`src/controlTable.svh`:
```
`ifndef CONTROL_TABLE_SVH
`define CONTROL_TABLE_SVH

// entries are in priority order, index 0 wins over any later hit.
// 0-8: add/or/and groups, 9-11: ff group, 12-15 and 29-30: shifts,
// 16-21, 27-28: mov, 22-25: jmp/call/ret, 26 and 31: two-byte escape.

localparam logic [7:0] entryOpcode [NumEntries] = '{
  8'h80, 8'h81, 8'h83, 8'h80, 8'h81, 8'h83, 8'h80, 8'h81,
  8'h83, 8'hFF, 8'hFF, 8'hFF, 8'hD1, 8'hD1, 8'hC1, 8'hC1,
  8'h88, 8'h89, 8'h8A, 8'h8B, 8'hC6, 8'hC7, 8'hE9, 8'hEB,
  8'hE8, 8'hC3, 8'h0F, 8'h8C, 8'h8E, 8'hD3, 8'hD3, 8'h0F
};

// set where the entry needs modrm.reg as well.
localparam logic entryUsesReg [NumEntries] = '{
  1'b1, 1'b1, 1'b1, 1'b1, 1'b1, 1'b1, 1'b1, 1'b1,
  1'b1, 1'b1, 1'b1, 1'b1, 1'b1, 1'b1, 1'b1, 1'b1,
  1'b0, 1'b0, 1'b0, 1'b0, 1'b0, 1'b0, 1'b0, 1'b0,
  1'b0, 1'b0, 1'b0, 1'b0, 1'b0, 1'b1, 1'b1, 1'b0
};

// don't care where entryUsesReg is clear.
localparam logic [2:0] entryReg [NumEntries] = '{
  3'd0, 3'd0, 3'd0, 3'd1, 3'd1, 3'd1, 3'd4, 3'd4,
  3'd4, 3'd2, 3'd4, 3'd6, 3'd4, 3'd7, 3'd4, 3'd7,
  3'd0, 3'd0, 3'd0, 3'd0, 3'd0, 3'd0, 3'd0, 3'd0,
  3'd0, 3'd0, 3'd0, 3'd0, 3'd0, 3'd4, 3'd7, 3'd0
};

// upper half is the uop class, lower half the microcode address.
localparam logic [CtrlWidth-1:0] entryCtrl [NumEntries] = '{
  32'h0011_0100, 32'h0012_0104, 32'h0013_0108, 32'h0021_0110,
  32'h0022_0114, 32'h0023_0118, 32'h0031_0120, 32'h0032_0124,
  32'h0033_0128, 32'h0041_0130, 32'h0042_0134, 32'h0043_0138,
  32'h0051_0140, 32'h0052_0144, 32'h0053_0148, 32'h0054_014C,
  32'h0061_0200, 32'h0062_0204, 32'h0063_0208, 32'h0064_020C,
  32'h0065_0210, 32'h0066_0214, 32'h0071_0300, 32'h0072_0304,
  32'h0073_0308, 32'h0074_030C, 32'h0081_0400, 32'h0067_0218,
  32'h0068_021C, 32'h0055_0150, 32'h0056_0154, 32'h0082_0404
};

`endif

```
`src/decodePkg.sv`:
```
package decodePkg;

  // ##############################
  // table geometry
  // ##############################

  localparam int NumEntries = 32;                   // control-store entries.
  localparam int CtrlWidth  = 32;                   // control word bits.

  // invalid-opcode trap, microcode vector 6.
  localparam logic [CtrlWidth-1:0] FaultWord = 32'h8000_0006;

  // ##############################
  // modrm byte
  // ##############################

  // the reg/opcode field picks the operation inside a group opcode,
  // while mod and rm go on to address generation.
  typedef union packed {
    logic [7:0] raw;                                // byte as fetched.
    struct packed {
      logic [1:0] mod;                              // addressing mode.
      logic [2:0] regOp;                            // reg or group extension.
      logic [2:0] rm;                               // base register / memory form.
    } fields;
  } modrmByte;

  // ##############################
  // control store
  // ##############################

  `include "controlTable.svh"

endpackage

```
`src/controlSelect.sv`:
```
`timescale 1ns/1ps

module controlSelect (
  input  logic                              clk,
  input  logic                              reset,
  input  logic                              matchValid,
  input  logic [decodePkg::NumEntries-1:0]  hitVector,
  input  decodePkg::modrmByte               matchModrm,
  output logic                              ctrlValid,
  output logic [decodePkg::CtrlWidth-1:0]   ctrlWord,
  output logic                              ctrlMiss,
  output logic [1:0]                        addrMod,
  output logic [2:0]                        addrRm
);

  import decodePkg::*;

  logic [CtrlWidth-1:0] selWord;
  logic                 selMiss;

  // ##############################
  // priority select
  // ##############################

  // walk from the top down so the lowest set index is the last write.
  always_comb begin
    selWord = FaultWord;                            // no entry, trap.
    for (int i = NumEntries - 1; i >= 0; i--) begin
      if (hitVector[i]) begin
        selWord = entryCtrl[i];
      end
    end
  end

  assign selMiss = ~|hitVector;

  // ##############################
  // output register
  // ##############################

  always_ff @(posedge clk) begin
    if (reset) begin
      ctrlValid <= 1'b0;
      ctrlMiss  <= 1'b0;
    end else begin
      ctrlValid <= matchValid;
      if (matchValid) begin
        ctrlMiss <= selMiss;                        // held through gaps.
      end
    end
  end

  always_ff @(posedge clk) begin
    if (matchValid) begin
      ctrlWord <= selWord;
      addrMod  <= matchModrm.fields.mod;            // to address generation.
      addrRm   <= matchModrm.fields.rm;
    end
  end

endmodule

```
`src/decodeTop.sv`:
```
`timescale 1ns/1ps

module decodeTop (
  input  logic                              clk,
  input  logic                              reset,
  input  logic                              instrValid,
  input  logic [7:0]                        opcode,
  input  decodePkg::modrmByte               modrm,
  output logic                              ctrlValid,
  output logic [decodePkg::CtrlWidth-1:0]   ctrlWord,
  output logic                              ctrlMiss,
  output logic [1:0]                        addrMod,
  output logic [2:0]                        addrRm
);

  import decodePkg::*;

  // stage 1 to stage 2.
  logic                  capValid;
  logic [7:0]            capOpcode;
  modrmByte              capModrm;

  // stage 2 to stage 3.
  logic                  matchValid;
  logic [NumEntries-1:0] hitVector;
  modrmByte              matchModrm;

  opcodeCapture capture (
    .clk        (clk),
    .reset      (reset),
    .instrValid (instrValid),
    .opcode     (opcode),
    .modrm      (modrm),
    .capValid   (capValid),
    .capOpcode  (capOpcode),
    .capModrm   (capModrm)
  );

  entryMatch match (
    .clk        (clk),
    .reset      (reset),
    .capValid   (capValid),
    .capOpcode  (capOpcode),
    .capModrm   (capModrm),
    .matchValid (matchValid),
    .hitVector  (hitVector),
    .matchModrm (matchModrm)
  );

  controlSelect select (
    .clk        (clk),
    .reset      (reset),
    .matchValid (matchValid),
    .hitVector  (hitVector),
    .matchModrm (matchModrm),
    .ctrlValid  (ctrlValid),
    .ctrlWord   (ctrlWord),
    .ctrlMiss   (ctrlMiss),
    .addrMod    (addrMod),
    .addrRm     (addrRm)
  );

endmodule

```
`src/entryMatch.sv`:
```
`timescale 1ns/1ps

module entryMatch (
  input  logic                              clk,
  input  logic                              reset,
  input  logic                              capValid,
  input  logic [7:0]                        capOpcode,
  input  decodePkg::modrmByte               capModrm,
  output logic                              matchValid,
  output logic [decodePkg::NumEntries-1:0]  hitVector,
  output decodePkg::modrmByte               matchModrm
);

  import decodePkg::*;

  logic [NumEntries-1:0] hitNext;
  logic [2:0]            regOp;

  assign regOp = capModrm.fields.regOp;             // group extension.

  // ##############################
  // comparator bank
  // ##############################

  // every entry is checked in parallel, priority is resolved downstream.
  always_comb begin
    for (int i = 0; i < NumEntries; i++) begin
      hitNext[i] = (capOpcode == entryOpcode[i]) &&
                   (!entryUsesReg[i] || (regOp == entryReg[i]));
    end
  end

  // ##############################
  // stage register
  // ##############################

  always_ff @(posedge clk) begin
    if (reset) begin
      matchValid <= 1'b0;
    end else begin
      matchValid <= capValid;
    end
  end

  always_ff @(posedge clk) begin
    if (capValid) begin
      hitVector  <= hitNext;
      matchModrm <= capModrm;                       // carried for mod/rm.
    end
  end

endmodule

```
`src/opcodeCapture.sv`:
```
`timescale 1ns/1ps

module opcodeCapture (
  input  logic              clk,
  input  logic              reset,
  input  logic              instrValid,
  input  logic [7:0]        opcode,
  input  decodePkg::modrmByte modrm,
  output logic              capValid,
  output logic [7:0]        capOpcode,
  output decodePkg::modrmByte capModrm
);

  // ##############################
  // strobe
  // ##############################

  always_ff @(posedge clk) begin
    if (reset) begin
      capValid <= 1'b0;
    end else begin
      capValid <= instrValid;                       // one instruction per cycle.
    end
  end

  // ##############################
  // bytes
  // ##############################

  // the bytes only move with the strobe, so a gap leaves them steady.
  always_ff @(posedge clk) begin
    if (instrValid) begin
      capOpcode <= opcode;
      capModrm  <= modrm;                           // raw byte, fields decoded later.
    end
  end

endmodule

```
`config.mk`:
```
export PLATFORM = sky130hd
export DESIGN_NAME = decodeTop
export DESIGN_NICKNAME = d
export VERILOG_FILES = /design/src/decodePkg.sv /design/src/controlSelect.sv /design/src/decodeTop.sv /design/src/entryMatch.sv /design/src/opcodeCapture.sv
export VERILOG_INCLUDE_DIRS = /design/src
export SDC_FILE = /design/constraint.sdc
export NUM_CORES = 1
export LEC_CHECK = 0
export BUFFER_PORTS_ARGS = -buffer_cell sky130_fd_sc_hd__buf_2
export CAP_MARGIN = 15
export CORE_UTILIZATION = 35
export CTS_CLUSTER_SIZE = 14
export DETAILED_ROUTE_END_ITERATION = 10
export SLEW_MARGIN = 40
export SYNTH_ARGS = -nofsm -noshare
export SYNTH_HDL_FRONTEND = slang
export SYNTH_SLANG_ARGS = --single-unit
```
`constraint.sdc`:
```
create_clock -name clk -period 5.3 [get_ports clk]
set_clock_uncertainty 0.2 [all_clocks]
set_input_delay 0.265 -clock clk [delete_from_list [all_inputs] [get_ports clk]]
set_output_delay 0.265 -clock clk [all_outputs]
set_load 0.005 [all_outputs]
```
# After elaboration in Yosys (flattened, before gate mapping)
# Index checks and enable logic that the tools add are counted.
# classes
eq_ne	25
mux	31
reduce_logical	31
# op_table
op	n
two-way mux 23 bit	17
equality test 8 bit (second input constant)	19
two-way mux 22 bit	6
two-way mux 24 bit	5
two-way mux 18 bit	2
two-way mux 32 bit	1
OR reduction 32 bit	1
OR reduction 31 bit	1
OR reduction 28 bit	1
OR reduction 26 bit	1
logical AND 1 bit	18
OR reduction 16 bit	1
OR reduction 15 bit	1
OR reduction 12 bit	1
equality test 3 bit (second input constant)	3
OR reduction 9 bit	1
equality test 8 x 4 -> 1 bit (second input constant)	1
OR reduction 6 bit	1
equality test 3 x 1 -> 1 bit (second input constant)	1
equality test 3 x 2 -> 1 bit (second input constant)	1
logical NOT 3 bit	1
OR reduction 3 bit	1
OR reduction 2 bit	1
logical NOT 1 bit	1
# totals
register_bits	97
out_inout_bits	39

# Logic depth before layout (Yosys ltp)
# logic_depth
depth_word	31
ltp_mapped	5

# By module
# From an unflattened synthesis, not the netlist that was laid out.
# hier_totals
hier_cells	271
area_unflattened_um2	3565.9
# by_module_without_submodules
module	instances	cells_each	area_each_um2	seq_area_each_um2
entryMatch	1	102	1572.8	1191.1
controlSelect	1	151	1478.9	670.6
opcodeCapture	1	18	514.2	500.5

# Worst setup path after synthesis
# Ideal clock, no wire load.
# synth_path
path_type	reg2reg
start	register match.hitVector[2] (netlist name)
end	register select.ctrlWord[16] (netlist name), data pin
arrival_ns	1.476
t_required_ns	4.841
path_slack_ns	3.365
stages_incl_launch_ff	5
period_less_slack_ns	1.935
cell_sequence	edfxtp_1 or2_2 or4_1 o22a_1 o31a_1
# synth_via
elab_chain_cells	2
# synth_lines
item	line	text
start, declared	entryMatch.sv:10	output logic [decodePkg::NumEntries-1:0] hitVector,
start signal, assigned	entryMatch.sv:47	hitVector <= hitNext;
two-way mux 18 bit (2 in a row)	controlSelect.sv:29	if (hitVector[i]) begin
end signal, assigned	controlSelect.sv:55	ctrlWord <= selWord;
end, declared	controlSelect.sv:10	output logic [decodePkg::CtrlWidth-1:0] ctrlWord,
# Every way passes these cells.
# A chain may end at the register's enable or synchronous reset.

# Worst setup path after layout
# layout_path
start	register match.hitVector[18] (netlist name)
end	register select.ctrlWord[21] (netlist name), data pin
# layout_via
elab_chain_cells	16
# layout_lines
item	line
two-way mux 23 bit (10 in a row)	controlSelect.sv:29
two-way mux 22 bit (6 in a row)	controlSelect.sv:29
# Every way passes these cells.

==> impl_metrics.json <==
{
  "outcome": "complete, no violations",
  "clock-sinks": 77,
  "finalMaxSlewViolations": 0,
  "ys.warnings.count": 0,
  "area_delta_synth_final_pct": 19.9,
  "dpl.hpwl_um": 4570,
  "cts_made_buffers": 9,
  "cts_resized": 0,
  "wl_per_cell_um": 13.4,
  "hold_viol_final": 0,
  "first_pass_iters": 4,
  "vdd_ir_drop_max_mv": 0.157,
  "intPower_mw": 0.982,
  "grt_max_degree": 38,
  "final_common_cell": "edfxtp_1",
  "antenna_found_initial": 0,
  "clk_path_buf_depth": 2,
  "preCtsSetupSlack_ps": 3150,
  "n_antenna_cell": 0,
  "cts_tree": "done",
  "die_h_um": 101,
  "coreArea_um2": 9420,
  "whs_path_depth": 1,
  "finalCritPeriodShare_pct": 41.4,
  "drive_gt1_share_pct": 21.0,
  "place_congestion": 0.809,
  "end_kind": "flop",
  "nets": 366,
  "initial_core_util_pct": 36.7,
  "drc": 0,
  "io_buffers": 43,
  "row_count": 35,
  "muxShareOfSynthArea_pct": 0,
  "synth_top_family_by_area": "simple AND/OR/NAND/NOR gates",
  "combPwrFrac_pct": 4.3,
  "path_cells": "or3_1, nor2_1, nor4b_1, o21ai_0",
  "syn-mean-instance-area_um2": 12.3,
  "dieWidth_um": 101,
  "grt_pass1_wl_um": 10300,
  "final_antenna_net_count": 0,
  "synth_top_area_share_pct": 63.5,
  "pwr_density_cell_nw_per_um2": 302,
  "p_leak_nw": 1.40,
  "async_reset_ff_share_pct": 0,
  "gr-usage-all-layers_pct": 13.4,
  "seq_power_share_pct": 58.2,
  "setup_viol": 0,
  "startpoint_type": "flop",
  "ys_seq_area_share_pct": 65.8,
  "grt_pass1_vias": 2186,
  "rsz0062_at_grt": "no",
  "netlist_top_cells_area": "edfxtp_1, nor2_1, buf_4",
  "crit_family": "simple AND/OR/NAND/NOR gates",
  "fillerInstances": 875,
  "cpMaxStageDelayCell": "edfxtp_1",
  "path_clk_slew_ps": 80,
  "fin_crit_ps": 2200,
  "p_clk_share_pct": 37.5,
  "hold_buffers": 17,
  "synth_compound_area_share_pct": 8.74,
  "finalSetupTns_ps": 0,
  "worst_slew_pin_slew_ps": 622,
  "switching_share_pct": 21.4,
  "synth_top_cell_by_area": "edfxtp_1",
  "synthDistinctLibCells": 44,
  "path_buf_inv": 0,
  "cp_max_fo": 7,
  "whs_ps": 182,
  "final_cell_mix": "edfxtp_1, nor2_1, buf_2, dlygate4sd3_1, conb_1",
  "clk_latency_ps": 340,
  "cpPeakStageDelay_ps": 480,
  "synthFlopType": "edfxtp_1",
  "required_ps": 5160,
  "fin_util_pct": 44.0,
  "hold_class": "primary input to flop",
  "synth-simple-area-share_pct": 21.0,
  "cp.depth": 4,
  "fmax_ghz": 0.455,
  "ios": 58,
  "cp.arrival_ps": 2060,
  "fin_ws_ps": 3100,
  "drt_iter0_markers": 137,
  "worstSetupPathType": "flop to flop",
  "drv_cap": 0,
  "synthAdderAreaFrac_pct": 0,
  "synthXorXnorAreaFrac_pct": 0,
  "drt_wl_total_um": 6460,
  "synthCells": 280,
  "gr-total-overflow": 0,
  "via_count": 2338,
  "power.switching_mw": 0.268,
  "die_area_um2": 10300,
  "netlist_area_um2": 3450,
  "cts-root-buf": "clkbuf_8",
  "htree_levels": 3,
  "viasPerCell": 4.86,
  "synth_seq_cells": 77,
  "postCtsSetupBuffers": 0,
  "relSlewSlack_pct": 58.2,
  "r2r_cells": 4,
  "synth_edf_count": 73
}
## state kept, by name, summed over array words and instances, names as in the netlist, 2 cells and up
register and flops:
capture.capModrm 8, capture.capOpcode 8, match.hitVector 31, match.matchModrm 5, select.addrMod 2, select.addrRm 3
select.ctrlWord 16
## logic make-up after synthesis
family,count (synthesis)
AO/OA/AOI/OAI,41
buffers and inverters,23
flip-flops,77
other,1
AND/OR/NAND/NOR,138
## through the flow
stage	power (mW)	instance area, µm²	std cells
2_1_floorplan	0.768	3500	293
3_3_place_gp	0.784	3750	448
3_5_place_dp	0.786	3750	448
4_1_cts	1.26	4140	481
5_1_grt	1.30	4140	481
6_report	1.25	4140	481
## synthesized netlist by cell type, types with 2 or more instances
master      n
o31ai_1     3
o41ai_1     2
o31a_1      3
nand2b_1    4
nor3_2      3
nand4_1     4
nor4_1      6
or4_4       2
and2_1      2
edfxtp_1   73
nand3_1     7
nand4b_1    3
inv_1       5
nor3_1     12
nor2_1     53
o221ai_1    2
and3_1      4
a2111oi_2   2
o21ai_0     5
o21bai_1    4
nor2b_1     6
a21oi_1     9
nand2_1    13
dfxtp_1     4
buf_4      16
or4_1       2
buf_2       2
a31oi_1     4
or3_1       5
nor3b_1     3
or2_2       4
## path summary, 6_finish.rpt
check,from,to,slack (ps)
worst min-delay path,instrValid,capture.capOpcode[3],180
worst max-delay path,match.hitVector[18],select.ctrlWord[21],3100
worst min register to register,capture.capModrm[1],match.matchModrm[1],220
worst max register to register,match.hitVector[18],select.ctrlWord[21],3100
## layer usage
| metal | vias up | wire length [µm] | share of wire, % | track usage, % |
|---|---|---|---|---|
| met5 | - | 0 | 0 | 0 |
| met4 | 0 | 24 | 0.37 | 5.02 |
| met3 | 2 | 281 | 4.4 | 4.55 |
| met2 | 61 | 3170 | 49 | 22.1 |
| met1 | 1108 | 2980 | 46 | 16.3 |
| li1 | 1167 | - | - | - |
## power by group through the flow
stage | registers (mW) | clock network, mW | logic, mW
2_1_floorplan | 0.733 | 0 | 0.0349
3_3_place_gp | 0.740 | 0 | 0.0443
3_5_place_dp | 0.741 | 0 | 0.0450
4_1_cts | 0.728 | 0.481 | 0.0547
5_1_grt | 0.733 | 0.508 | 0.0615
6_report | 0.728 | 0.469 | 0.0542
## layout make-up
class,instances,area (µm²),area share [%]
Sequential cell,77,2270,54.9
Multi-Input combinational cell,193,1080,26.1
Timing Repair Buffer,61,393,9.49
Tap cell,129,161,3.90
Clock buffer,9,124,2.99
Clock inverter,7,90.1,2.18
Inverter,5,18.8,0.453
Note: power is estimated with default switching activity, not from simulation.
